$ cat config.mk
export PLATFORM = sky130hd
export DESIGN_NAME = icache_top
export DESIGN_NICKNAME = d
export VERILOG_FILES = /design/src/icache_pkg.sv /design/src/icache_req_buf.sv /design/src/icache_tagv_data.sv /design/src/icache_lru.sv /design/src/icache_fsm.sv /design/src/icache_out_stage.sv /design/src/icache_top.sv
export SDC_FILE = /design/constraint.sdc
export NUM_CORES = 2
export LEC_CHECK = 0
export BUFFER_PORTS_ARGS = -buffer_cell sky130_fd_sc_hd__buf_2
export CAP_MARGIN = 20
export CORE_MARGIN = 3
export CORE_UTILIZATION = 45
export DETAILED_ROUTE_END_ITERATION = 10
export GPL_TIMING_DRIVEN = 0
export PLACE_DENSITY_LB_ADDON = 0.1
export SYNTH_ARGS = -nofsm -noshare
export SYNTH_HDL_FRONTEND = slang
export SYNTH_MEMORY_MAX_BITS = 65536
export SYNTH_SLANG_ARGS = --single-unit
$ cat constraint.sdc
create_clock -name clk -period 25.7 [get_ports clk]
set_input_delay 2.57 -clock clk [delete_from_list [all_inputs] [get_ports clk]]
set_output_delay 2.57 -clock clk [all_outputs]
set_load 0.01 [all_outputs]
$ cat src/icache_pkg.sv
package icache_pkg;

    ////////////////////////////////////////
    // address and cache geometry
    ////////////////////////////////////////

    // fetch address and instruction word
    localparam int addr_w = 32;
    localparam int word_w = 32;

    // 16 sets, 4 words per line
    localparam int index_w  = 4;
    localparam int offset_w = 2;
    localparam int num_ways = 2;

    localparam int num_sets       = 2 ** index_w;
    localparam int words_per_line = 2 ** offset_w;

    // low 2 bits select a byte inside the word
    localparam int tag_w  = addr_w - index_w - offset_w - 2;
    localparam int line_w = word_w * words_per_line;

    ////////////////////////////////////////
    // control fsm states
    ////////////////////////////////////////

    typedef enum logic [2:0] {
        st_idle   = 3'd0,
        st_lookup = 3'd1,
        st_miss   = 3'd2,
        st_wait   = 3'd3,
        st_flush  = 3'd4
    } fsm_state_t;

endpackage

$ cat src/icache_req_buf.sv
module icache_req_buf (
    input  logic                           clk,
    input  logic                           rstn,
    input  logic                           rbuf_we,
    input  logic [icache_pkg::addr_w-1:0]  addr,
    output logic [icache_pkg::addr_w-1:0]  lookup_addr
);

    // address fields of the request in lookup
    logic [icache_pkg::tag_w-1:0]    tag_q;
    logic [icache_pkg::index_w-1:0]  index_q;
    logic [icache_pkg::offset_w-1:0] offset_q;
    logic [1:0]                      byte_q;

    // held through lookup, miss and wait
    always_ff @(posedge clk or negedge rstn) begin
        if (!rstn) begin
            tag_q    <= '0;
            index_q  <= '0;
            offset_q <= '0;
            byte_q   <= '0;
        end else if (rbuf_we) begin
            tag_q    <= addr[icache_pkg::addr_w-1 -: icache_pkg::tag_w];
            index_q  <= addr[icache_pkg::offset_w+2 +: icache_pkg::index_w];
            offset_q <= addr[2 +: icache_pkg::offset_w];
            byte_q   <= addr[1:0];
        end
    end

    // fields back into one address for the downstream stages
    assign lookup_addr = {tag_q, index_q, offset_q, byte_q};

endmodule

$ cat src/icache_tagv_data.sv
module icache_tagv_data (
    input  logic                             clk,
    input  logic                             rstn,
    input  logic [icache_pkg::addr_w-1:0]    lookup_addr,
    input  logic [icache_pkg::num_ways-1:0]  refill_we,
    input  logic [icache_pkg::line_w-1:0]    mem_line,
    output logic [icache_pkg::num_ways-1:0]  hit,
    output logic [icache_pkg::line_w-1:0]    way_line0,
    output logic [icache_pkg::line_w-1:0]    way_line1
);

    logic [icache_pkg::tag_w-1:0]   req_tag;
    logic [icache_pkg::index_w-1:0] req_index;

    // line read per way, combinational
    logic [icache_pkg::line_w-1:0]  rd_line [icache_pkg::num_ways];

    assign req_tag   = lookup_addr[icache_pkg::addr_w-1 -: icache_pkg::tag_w];
    assign req_index = lookup_addr[icache_pkg::offset_w+2 +: icache_pkg::index_w];

    ////////////////////////////////////////
    // one storage block per way
    ////////////////////////////////////////

    for (genvar w = 0; w < icache_pkg::num_ways; w++) begin : g_way
        logic [icache_pkg::num_sets-1:0] valid_q;
        logic [icache_pkg::tag_w-1:0]    tag_mem  [icache_pkg::num_sets];
        logic [icache_pkg::line_w-1:0]   line_mem [icache_pkg::num_sets];

        // all lines invalid out of reset
        always_ff @(posedge clk or negedge rstn) begin
            if (!rstn) begin
                valid_q <= '0;
            end else if (refill_we[w]) begin
                valid_q[req_index] <= 1'b1;
            end
        end

        // tag and line written together on refill
        always_ff @(posedge clk) begin
            if (refill_we[w]) begin
                tag_mem[req_index]  <= req_tag;
                line_mem[req_index] <= mem_line;
            end
        end

        assign hit[w]     = valid_q[req_index] && (tag_mem[req_index] == req_tag);
        assign rd_line[w] = line_mem[req_index];
    end

    assign way_line0 = rd_line[0];
    assign way_line1 = rd_line[1];

endmodule

$ cat src/icache_lru.sv
module icache_lru (
    input  logic                           clk,
    input  logic                           rstn,
    input  logic [icache_pkg::addr_w-1:0]  lookup_addr,
    input  logic                           use_valid,
    input  logic                           use_way,
    output logic                           victim
);

    logic [icache_pkg::index_w-1:0]  set_index;

    // one bit per set, points at the way to replace next
    logic [icache_pkg::num_sets-1:0] lru_q;

    assign set_index = lookup_addr[icache_pkg::offset_w+2 +: icache_pkg::index_w];

    always_ff @(posedge clk or negedge rstn) begin
        if (!rstn) begin
            lru_q <= '0;
        end else if (use_valid) begin
            // the way not just used becomes the victim
            lru_q[set_index] <= ~use_way;
        end
    end

    assign victim = lru_q[set_index];

endmodule

$ cat src/icache_fsm.sv
module icache_fsm (
    input  logic                             clk,
    input  logic                             rstn,
    input  logic                             valid,
    input  logic                             stall,
    input  logic                             flush,
    input  logic [icache_pkg::num_ways-1:0]  hit,
    input  logic                             victim,
    input  logic                             addr_ok,
    input  logic                             data_ok,
    output logic                             ready,
    output logic                             rbuf_we,
    output logic                             mem_req,
    output logic [icache_pkg::num_ways-1:0]  refill_we,
    output logic                             use_valid,
    output logic                             use_way,
    output logic                             choose_return,
    output logic                             out_we
);

    icache_pkg::fsm_state_t state_q;
    icache_pkg::fsm_state_t state_d;

    logic rstn_q;
    logic ready_int;
    logic accept;
    logic any_hit;

    ////////////////////////////////////////
    // registered reset for ready
    ////////////////////////////////////////

    always_ff @(posedge clk or negedge rstn) begin
        if (!rstn) begin
            rstn_q <= 1'b0;
        end else begin
            rstn_q <= 1'b1;
        end
    end

    assign ready   = ready_int & rstn_q;
    assign accept  = valid & ready;
    assign any_hit = |hit;

    always_ff @(posedge clk or negedge rstn) begin
        if (!rstn) begin
            state_q <= icache_pkg::st_idle;
        end else begin
            state_q <= state_d;
        end
    end

    ////////////////////////////////////////
    // next state and control outputs
    ////////////////////////////////////////

    always_comb begin
        state_d       = state_q;
        ready_int     = 1'b0;
        rbuf_we       = 1'b0;
        mem_req       = 1'b0;
        refill_we     = '0;
        use_valid     = 1'b0;
        use_way       = 1'b0;
        choose_return = 1'b0;
        out_we        = 1'b0;

        case (state_q)
            icache_pkg::st_idle: begin
                // stall keeps new requests out
                ready_int = ~stall;
                if (accept) begin
                    rbuf_we = 1'b1;
                    state_d = icache_pkg::st_lookup;
                end
            end

            icache_pkg::st_lookup: begin
                if (flush) begin
                    // request dropped, no refill and no result
                    state_d = icache_pkg::st_flush;
                end else if (!any_hit) begin
                    state_d = icache_pkg::st_miss;
                end else if (!stall) begin
                    ready_int = 1'b1;
                    out_we    = 1'b1;
                    use_valid = 1'b1;
                    use_way   = hit[1];
                    if (accept) begin
                        rbuf_we = 1'b1;
                        state_d = icache_pkg::st_lookup;
                    end else begin
                        state_d = icache_pkg::st_idle;
                    end
                end
                // hit under stall stays in lookup
            end

            icache_pkg::st_miss: begin
                // address held until the memory takes it
                mem_req = 1'b1;
                if (addr_ok) begin
                    state_d = icache_pkg::st_wait;
                end
            end

            icache_pkg::st_wait: begin
                if (data_ok) begin
                    refill_we[victim] = 1'b1;
                    use_valid         = 1'b1;
                    use_way           = victim;
                    choose_return     = 1'b1;
                    out_we            = 1'b1;
                    ready_int         = ~stall;
                    if (accept) begin
                        rbuf_we = 1'b1;
                        state_d = icache_pkg::st_lookup;
                    end else begin
                        state_d = icache_pkg::st_idle;
                    end
                end
            end

            icache_pkg::st_flush: begin
                if (!flush) begin
                    state_d = icache_pkg::st_idle;
                end
            end

            default: begin
                state_d = icache_pkg::st_idle;
            end
        endcase
    end

endmodule

$ cat src/icache_out_stage.sv
module icache_out_stage (
    input  logic                             clk,
    input  logic                             rstn,
    input  logic                             out_we,
    input  logic                             choose_return,
    input  logic [icache_pkg::num_ways-1:0]  hit,
    input  logic [icache_pkg::addr_w-1:0]    lookup_addr,
    input  logic [icache_pkg::line_w-1:0]    way_line0,
    input  logic [icache_pkg::line_w-1:0]    way_line1,
    input  logic [icache_pkg::line_w-1:0]    mem_line,
    output logic                             inst_valid,
    output logic [icache_pkg::addr_w-1:0]    inst_addr,
    output logic [icache_pkg::word_w-1:0]    inst
);

    logic [icache_pkg::line_w-1:0]   sel_line;
    logic [icache_pkg::word_w-1:0]   sel_word;
    logic [icache_pkg::offset_w-1:0] word_offset;

    assign word_offset = lookup_addr[2 +: icache_pkg::offset_w];

    // refill data is forwarded, it is not in the arrays yet
    assign sel_line = choose_return ? mem_line :
                      hit[1]        ? way_line1 : way_line0;

    always_comb begin
        sel_word = '0;
        for (int i = 0; i < icache_pkg::words_per_line; i++) begin
            if (word_offset == i) begin
                sel_word = sel_line[i*icache_pkg::word_w +: icache_pkg::word_w];
            end
        end
    end

    // result pulse, one cycle after out_we
    always_ff @(posedge clk or negedge rstn) begin
        if (!rstn) begin
            inst_valid <= 1'b0;
        end else begin
            inst_valid <= out_we;
        end
    end

    always_ff @(posedge clk) begin
        if (out_we) begin
            inst      <= sel_word;
            inst_addr <= lookup_addr;
        end
    end

endmodule

$ cat src/icache_top.sv
module icache_top (
    input  logic                           clk,
    input  logic                           rstn,
    // fetch side
    input  logic                           valid,
    input  logic [icache_pkg::addr_w-1:0]  addr,
    input  logic                           stall,
    input  logic                           flush,
    output logic                           ready,
    output logic                           inst_valid,
    output logic [icache_pkg::addr_w-1:0]  inst_addr,
    output logic [icache_pkg::word_w-1:0]  inst,
    // memory side
    output logic                           mem_req,
    output logic [icache_pkg::addr_w-1:0]  mem_addr,
    input  logic                           addr_ok,
    input  logic                           data_ok,
    input  logic [icache_pkg::line_w-1:0]  mem_line
);

    logic                             rbuf_we;
    logic [icache_pkg::addr_w-1:0]    lookup_addr;
    logic [icache_pkg::num_ways-1:0]  hit;
    logic [icache_pkg::line_w-1:0]    way_line0;
    logic [icache_pkg::line_w-1:0]    way_line1;
    logic                             victim;
    logic [icache_pkg::num_ways-1:0]  refill_we;
    logic                             use_valid;
    logic                             use_way;
    logic                             choose_return;
    logic                             out_we;

    // line aligned, word and byte bits cleared
    assign mem_addr = {lookup_addr[icache_pkg::addr_w-1:icache_pkg::offset_w+2],
                       {(icache_pkg::offset_w+2){1'b0}}};

    icache_req_buf u_icache_req_buf (
        .clk         (clk),
        .rstn        (rstn),
        .rbuf_we     (rbuf_we),
        .addr        (addr),
        .lookup_addr (lookup_addr)
    );

    icache_tagv_data u_icache_tagv_data (
        .clk         (clk),
        .rstn        (rstn),
        .lookup_addr (lookup_addr),
        .refill_we   (refill_we),
        .mem_line    (mem_line),
        .hit         (hit),
        .way_line0   (way_line0),
        .way_line1   (way_line1)
    );

    icache_lru u_icache_lru (
        .clk         (clk),
        .rstn        (rstn),
        .lookup_addr (lookup_addr),
        .use_valid   (use_valid),
        .use_way     (use_way),
        .victim      (victim)
    );

    icache_fsm u_icache_fsm (
        .clk           (clk),
        .rstn          (rstn),
        .valid         (valid),
        .stall         (stall),
        .flush         (flush),
        .hit           (hit),
        .victim        (victim),
        .addr_ok       (addr_ok),
        .data_ok       (data_ok),
        .ready         (ready),
        .rbuf_we       (rbuf_we),
        .mem_req       (mem_req),
        .refill_we     (refill_we),
        .use_valid     (use_valid),
        .use_way       (use_way),
        .choose_return (choose_return),
        .out_we        (out_we)
    );

    icache_out_stage u_icache_out_stage (
        .clk           (clk),
        .rstn          (rstn),
        .out_we        (out_we),
        .choose_return (choose_return),
        .hit           (hit),
        .lookup_addr   (lookup_addr),
        .way_line0     (way_line0),
        .way_line1     (way_line1),
        .mem_line      (mem_line),
        .inst_valid    (inst_valid),
        .inst_addr     (inst_addr),
        .inst          (inst)
    );

endmodule

== Word level (Yosys, flattened, before mapping) ==
Memories as Yosys holds them, arrays and structs flattened.
Index checks and enable logic that the tools add are counted.
Cells by class
  order comparisons: 4
  reduce and logical (&&, ||, !) cells: 8
  divide/modulo/power cells: 0
  multiplexer cells: 52
  add/subtract/negate cells: 0
  equality and inequality tests: 14
  bitwise logic cells: 6
  multipliers: 0
  shift-type cells: 0
Operator list (number)
  two-way mux 128 bit: 2
  two-way mux 32 bit: 4
  == test 24 bit: 2
  bitwise OR 16 bit: 2
  two-way mux 1 bit: 26
  two-way mux 3 bit: 7
  bitwise mux 16 bit: 1
  case mux 3 bit (5 select lines): 1
  binary-select mux 1 bit (select 4 bit): 3
  == test 3 x 2 -> 1 bit (second input constant): 2
  inequality test 2 bit (second input constant): 3
  case mux 1 bit (3 select lines): 2
  less-than comparator 4 x 5 -> 1 bit (second input constant): 1
  AND reduction 5 bit: 1
  demux 1 bit (select 4 bit): 1
  == test 2 bit (second input constant): 2
  greater-or-equal comparator 4 x 1 -> 1 bit (second input constant): 1
  logical AND 1 bit: 4
  two-way mux 2 bit: 2
  inequality test 4 bit (second input constant): 1
  case mux 1 bit (2 select lines): 2
  == test 3 x 1 -> 1 bit (second input constant): 1
  == test 3 bit (second input constant): 1
  zero test 3 bit: 1
  other kinds (9): 11
Word-level totals
  output and inout bits: 99
  bits in latches: 0
  memories kept: 4
  bits in writable memories: 4864
  word-level logic and storage cells: 100
  memory bits (read-only): 0
  register bits after elaboration: 149
Memory list
  u_icache_tagv_data.g_way[0].line_mem: depth 16, bits a word 128, rd ports 1, clocked after Yosys merged registers in 0, wr ports 1, RTL line icache_tagv_data.sv:28  | logic [icache_pkg::line_w-1:0] line_mem [icache_pkg::num_sets];
  u_icache_tagv_data.g_way[1].line_mem: depth 16, bits a word 128, rd ports 1, clocked after Yosys merged registers in 0, wr ports 1, RTL line icache_tagv_data.sv:28
  u_icache_tagv_data.g_way[0].tag_mem: depth 16, bits a word 24, rd ports 1, clocked after Yosys merged registers in 0, wr ports 1, RTL line icache_tagv_data.sv:27  | logic [icache_pkg::tag_w-1:0] tag_mem [icache_pkg::num_sets];
  u_icache_tagv_data.g_way[1].tag_mem: depth 16, bits a word 24, rd ports 1, clocked after Yosys merged registers in 0, wr ports 1, RTL line icache_tagv_data.sv:27

== Depth between registers and ports, before layout ==
  depth in word-level cells: 14
  depth in mapped cells: 17
  mapped depth without buffers: 10

== Modules after synthesis ==
A second synthesis with hierarchy kept.
Second synthesis, totals
  cells, all modules: 7932
  area total of the unflattened synthesis: 192982.6 µm²
By module, submodules not included
  icache_tagv_data: area each 184971.2 µm², cells an instance 7236, times used 1, seq. area each 146860.9 µm²
  icache_out_stage: area each 5482.8 µm², cells an instance 513, times used 1, seq. area each 1946.9 µm²
  icache_req_buf: area each 1345.0 µm², cells an instance 68, times used 1, seq. area each 800.8 µm²
  icache_lru: area each 833.3 µm², cells an instance 74, times used 1, seq. area each 400.4 µm²
  icache_fsm: area each 316.6 µm², cells an instance 36, times used 1, seq. area each 100.1 µm²
  icache_top: area each 33.8 µm², cells an instance 5, times used 1, seq. area each 0.0 µm²

== Least setup slack after synthesis ==
OpenSTA, ideal clock, no wires.
  path type: input port to flip-flop
  from: input port data_ok
  to: register u_icache_tagv_data.g_way[1].valid_q[10] (netlist name)
  library setup time: 0.106 ns
  slack: 14.947 ns
  arrival time: 10.647 ns
  stages: 8
  required time: 25.594 ns
  cell sequence: nand2_1 -> nor2b_1 -> clkbuf_1 -> clkbuf_1 -> nand2_1 -> clkbuf_1 -> nor2_1 -> or2_2
On the way
  cells in the longest elaborated chain, start to end: 2
RTL lines
  start: declaration: RTL line icache_top.sv:17  | input logic data_ok,
  two-way mux 2 bit: RTL line icache_fsm.sv:108  | if (data_ok) begin
  two-way mux 2 bit: RTL line icache_fsm.sv:68  | case (state_q)
  end signal: assignment: RTL line icache_tagv_data.sv:33  | valid_q <= '0;
  end signal: indexed assignment: RTL line icache_tagv_data.sv:35  | valid_q[req_index] <= 1'b1;
  end: declaration: RTL line icache_tagv_data.sv:26  | logic [icache_pkg::num_sets-1:0] valid_q;
No other way between the ends.
A chain may end at the register's enable or synchronous reset.

== Final worst setup path ==
  from: register u_icache_req_buf.index_q[0] (netlist name)
  to: output port ready
On the way
  cells in the longest elaborated chain, start to end: 8
  elaborated cells on any way between the ends: 15
  those cells by class: eq/ne: 2; mux: 7; bitwise: 1; reduce/logical: 3; memory: 2
RTL lines
  start: declaration: RTL line icache_req_buf.sv:11  | logic [icache_pkg::index_w-1:0] index_q;
  start signal: assignment: RTL line icache_req_buf.sv:24  | index_q <= addr[icache_pkg::offset_w+2 +: icache_pkg::index_w];
  memory read (16 x 24 bit) or binary-select mux 1 bit (select 4 bit) (tied branches)
  == test 24 bit or two-way mux 1 bit (tied branches): RTL line icache_tagv_data.sv:47  | assign hit[w] = valid_q[req_index] && (tag_mem[req_index] == req_tag);
  logical AND 1 bit: RTL line icache_tagv_data.sv:47
  OR reduction 2 bit *: RTL line icache_fsm.sv:43  | assign any_hit = |hit;
  two-way mux 1 bit *: RTL line icache_fsm.sv:82  | end else if (!any_hit) begin
  two-way mux 1 bit *: RTL line icache_fsm.sv:79  | if (flush) begin
  case mux 1 bit (3 select lines) *: RTL line icache_fsm.sv:68
  AND 1 bit *: RTL line icache_fsm.sv:41  | assign ready = ready_int & rstn_q;
  end: declaration: RTL line icache_top.sv:9  | output logic ready,
Every way passes the cells marked *; elsewhere a longest branch is shown, timed or not. The select of a mux whose other input is x is not followed.

==> impl_results.md <==
- Final hold violation count: 0
- Reg clk slew, reported paths: 0.06 ns
- Cell depth of the worst min-delay path: 0
- Smallest setup slack after layout: 16.33 ns
- Num Clock Sinks: 5013
- Clock Latency Late Sink: about 1.0 ns
- Detailed Route Iter0 Violations: ~13000
- Number of buffers between clock root and the deepest sink: 4
- Buffer cell driving the clock tree root: sky130_fd_sc_hd__clkbuf_16
- Maximum number of pins on one net before global-route repair: 48
- Required time at the worst-slack endpoint: 23.13 ns
- Capture point of the worst reg-to-reg path: u_icache_out_stage.inst[28]$_DFFE_PP_
- Critical Path Start Type: register
- TritonCTS clock tree: yes
- Worst Hold End: u_icache_out_stage.inst_addr[1]$_DFFE_PP_
- Post-synth EDFFs: between 4000 and 5000
- Asr flop ratio synth: 0.0170
- Dominant register cell in the synthesized netlist: sky130_fd_sc_hd__edfxtp_1
- Gr ovfl total: 0
- Number of detailed-route iterations in the first pass: 6
- Tightest Hold Check Type: reg2reg
- Total length of routed wires: 578 mm
- Critical Path Most Common Cell: sky130_fd_sc_hd__buf_2
- Critical R2R Launch: u_icache_req_buf.index_q[0]$_DFFE_PN0P_
- Type of the worst setup path: reg2out
- Worst rel slew slack: 0.174
- Placement Rows: 239
- Global placer's final weighted congestion: 0.792
- Final setup skew: approximately 0.062 ns
- Fraction of layout instances using a drive strength above 1: 0.332
- Status: finished clean
- Total clock buffers created by CTS: 538
- Part of the Yosys area used for sequential elements: 0.777
- WP data arrival: 6.80 ns
- Starting density of the core: 0.454
- Overall track demand over capacity in global routing: 0.265
- Synth cell count leaders: 4928 x sky130_fd_sc_hd__edfxtp_1, 1447 x sky130_fd_sc_hd__mux4_2, 237 x sky130_fd_sc_hd__clkbuf_1
- Dpl ws: 16.81 ns
- Full die area: ~440000 um^2
- Unrepaired setup endpoints after global routing: false
- Post-synthesis register bit count: 5013
- Number of post-CTS setup repair buffers: 0
- Die width: approximately 660 um
- Largest incremental delay on the critical path: just under 0.8 ns
- Maximum level of the CTS H-tree: 6
- Maximum clock rate: roughly 110 MHz
- Final Instance Count excl. Fillers: around 15000
- Final core utilization: 0.532
- Post-Syn Area: slightly below 200000 um^2
- Number of max-slew violations in the final report: 0
- R2R cell count: 16
- Post-route DRC: 0
- MaxCap Viol Count: 0
- Top fanout value on the critical path: 10
- Cell Chain, Critical Path: buf_2, buf_4, buf_4, buf_4, buf_2, buf_2, mux2i_1, xnor2_1, nand3_1, o21ai_0, nand3_1, o21ai_0, a21oi_1, a21oi_1, buf_2
- Cells after synthesis: between 8000 and 9000
- Biggest area contributors in the synthesized netlist: sky130_fd_sc_hd__edfxtp_1 77%, sky130_fd_sc_hd__mux4_2 17%, sky130_fd_sc_hd__dfrtp_1 1.1%, sky130_fd_sc_hd__mux2i_1 0.74%, sky130_fd_sc_hd__mux2_2 0.73%
- Warnings from Yosys: 0
- Core area: between 400000 and 500000 um^2
- Via density per instance: 6.21
- Final-layout fill cell count: 32400
- DP Cell Count: roughly 14000
- Transition time at the pin with the least slew margin: ~1.2 ns
- Total of endpoints with negative setup slack in the final report: 0
- Library cell contributing the largest single delay on the critical path: sky130_fd_sc_hd__mux2i_1
- Largest area contributor in the netlist: sky130_fd_sc_hd__edfxtp_1
- Wire length of the first global-routing pass: 795 mm
- Cell family contributing the most delay on the critical path: buffers and inverters
- Input/output buffers: 261
- Count of pins on the block boundary: 266
- Area added between synthesis and finish: 17.3%
- Quantity of gates resized following cts: 0
- Count of hold buffers inserted by post-cts repair: 0
- Initial antenna violation count: 79
- Fin crit period: between 9 and 10 ns
- CP startpoint: u_icache_req_buf.index_q[0]$_DFFE_PN0P_
- Vias post-DR: 95900
- Final Net Count: around 9500
- Count of cell types in the netlist: 60
- Hpwl dp: 391 mm
- Cell count along the critical path: 15
- Period utilisation layout: 0.364
- Area share of the leading cell type in the synthesized netlist: 0.766
- Final antenna-violating net count: 0
- R2R Setup Slk: between 15 and 20 ns
- Mean post-synth cell area: 23.7 um^2
- Pwr per Cell Area: 107 nW/um^2
- Via count of the first global-routing pass: 97200
- Number of buffer and inverter stages on the critical path: 7
- Library cell with the highest instance count after synthesis: sky130_fd_sc_hd__edfxtp_1
- Average routed wire per standard cell: 37.4 um
- Sort of element at the end of the critical path: output pin
- Startpoint of the lowest-slack hold path: u_icache_req_buf.byte_q[1]$_DFFE_PN0P_
- Die H: 661 um
- Maximum resistive drop on vdd: about 0.000075 V
- Leak pwr: 71.2 nW
## routing by layer
layer / part of all wire / up-vias / GRT usage
met5: 0.00036 / - / 0
met4: 0.032 / 34 / 0.0802
met3: 0.077 / 927 / 0.0454
met2: 0.49 / 4406 / 0.431
met1: 0.40 / 53100 / 0.369
li1: - / 37500 / -
## worst register-to-register path: cells and delay by family, from the launching register on
family	cells	cell delay, ns
flops	1	0.48
buf+inv	6	3.45
mux	2	0.82
compound gates	3	1.24
simple gates	4	1.10
xor+xnor	1	0.30
## where the power goes
group	total (W)	internal [W]	leakage, nW	switching, W
registers	0.00948	0.00932	45.4	0.000163
logic	0.00726	0.00310	17.7	0.00417
clock network	0.00739	0.00423	8.10	0.00316
total	0.0241	0.0166	71.2	0.00749
## layout by cell type (no fill, tap or decap), drive strengths merged, types with 7 or more instances in the layout
master and n:
edfxtp 4928, mux4 1448, clkbuf 947, buf 914, clkinv 181, nand2 170, nor2 146, mux2i 142
mux2 125, o21ai 107, dfrtp 85, a21oi 59, nand3 47, xnor2 45, nor3 43, a211oi 38
diode 36, a31oi 36, nand3b 33, or2 33, a22oi 32, o32a 32, inv 29, bufinv 20
xor2 12, nor2b 10, a22o 8, nor4 7
## how the worst max path moves through the flow
stage / endpoint / slack, ns
after floorplan: u_icache_tagv_data.g_way[1].valid_q[10]$_DFFE_PN0P_ / 14.95
after global placement: u_icache_tagv_data.g_way[1].valid_q[2]$_DFFE_PN0P_ / -0.04
after detailed placement: ready / 16.81
after CTS: ready / 16.46
after global routing: ready / 16.17
final: ready / 16.33
## state kept, by name, indices dropped and copies added (netlist names)
register                           flops
u_icache_out_stage.inst_addr          32
u_icache_req_buf.offset_q              2
u_icache_req_buf.index_q               4
u_icache_out_stage.inst_valid          1
u_icache_tagv_data.g_way.tag_mem     768
u_icache_fsm.rstn_q                    1
u_icache_lru.lru_q                    16
u_icache_fsm.state_q                   3
u_icache_tagv_data.g_way.valid_q      32
u_icache_tagv_data.g_way.line_mem   4096
u_icache_out_stage.inst               32
u_icache_req_buf.byte_q                2
u_icache_req_buf.tag_q                24
## final cells by class
type,count,area [um^2],share of cell area
multi-input combinational,2646,41000,0.181
antenna,36,90.1,0.000398
clock buffer,710,14700,0.0648
buffer,495,2330,0.0103
timing repair buffer,656,9280,0.0410
tap,5663,7090,0.0313
inverter,9,33.8,0.000149
clock inverter,227,1980,0.00874
sequential,5013,150000,0.663
## stage by stage
stage	hold slack (ns)	total power (W)	cell area, um^2	setup TNS (ns)
5_1_grt	0.463	0.0249	227000	0
3_3_place_gp	0.425	0.0167	202000	-0.0361
6_report	0.449	0.0241	227000	0
4_1_cts	0.443	0.0243	226000	0
2_1_floorplan	0.421	0.0139	193000	0
3_5_place_dp	0.436	0.0169	209000	0
## logic make-up (layout without fill, tap and decap cells)
| logic type | count (synthesis) | in the layout | share of synthesized area |
|---|---|---|---|
| flops | 5013 | 5013 | 0.777 |
| compound gates | 352 | 352 | 0.0120 |
| mux | 1715 | 1715 | 0.184 |
| buf+inv | 504 | 2097 | 0.0121 |
| simple gates | 517 | 517 | 0.0125 |
| other cells | 2 | 41 | 0.0000389 |
| xor+xnor | 57 | 57 | 0.00259 |
No activity file was read; power rests on OpenSTA's default activity.
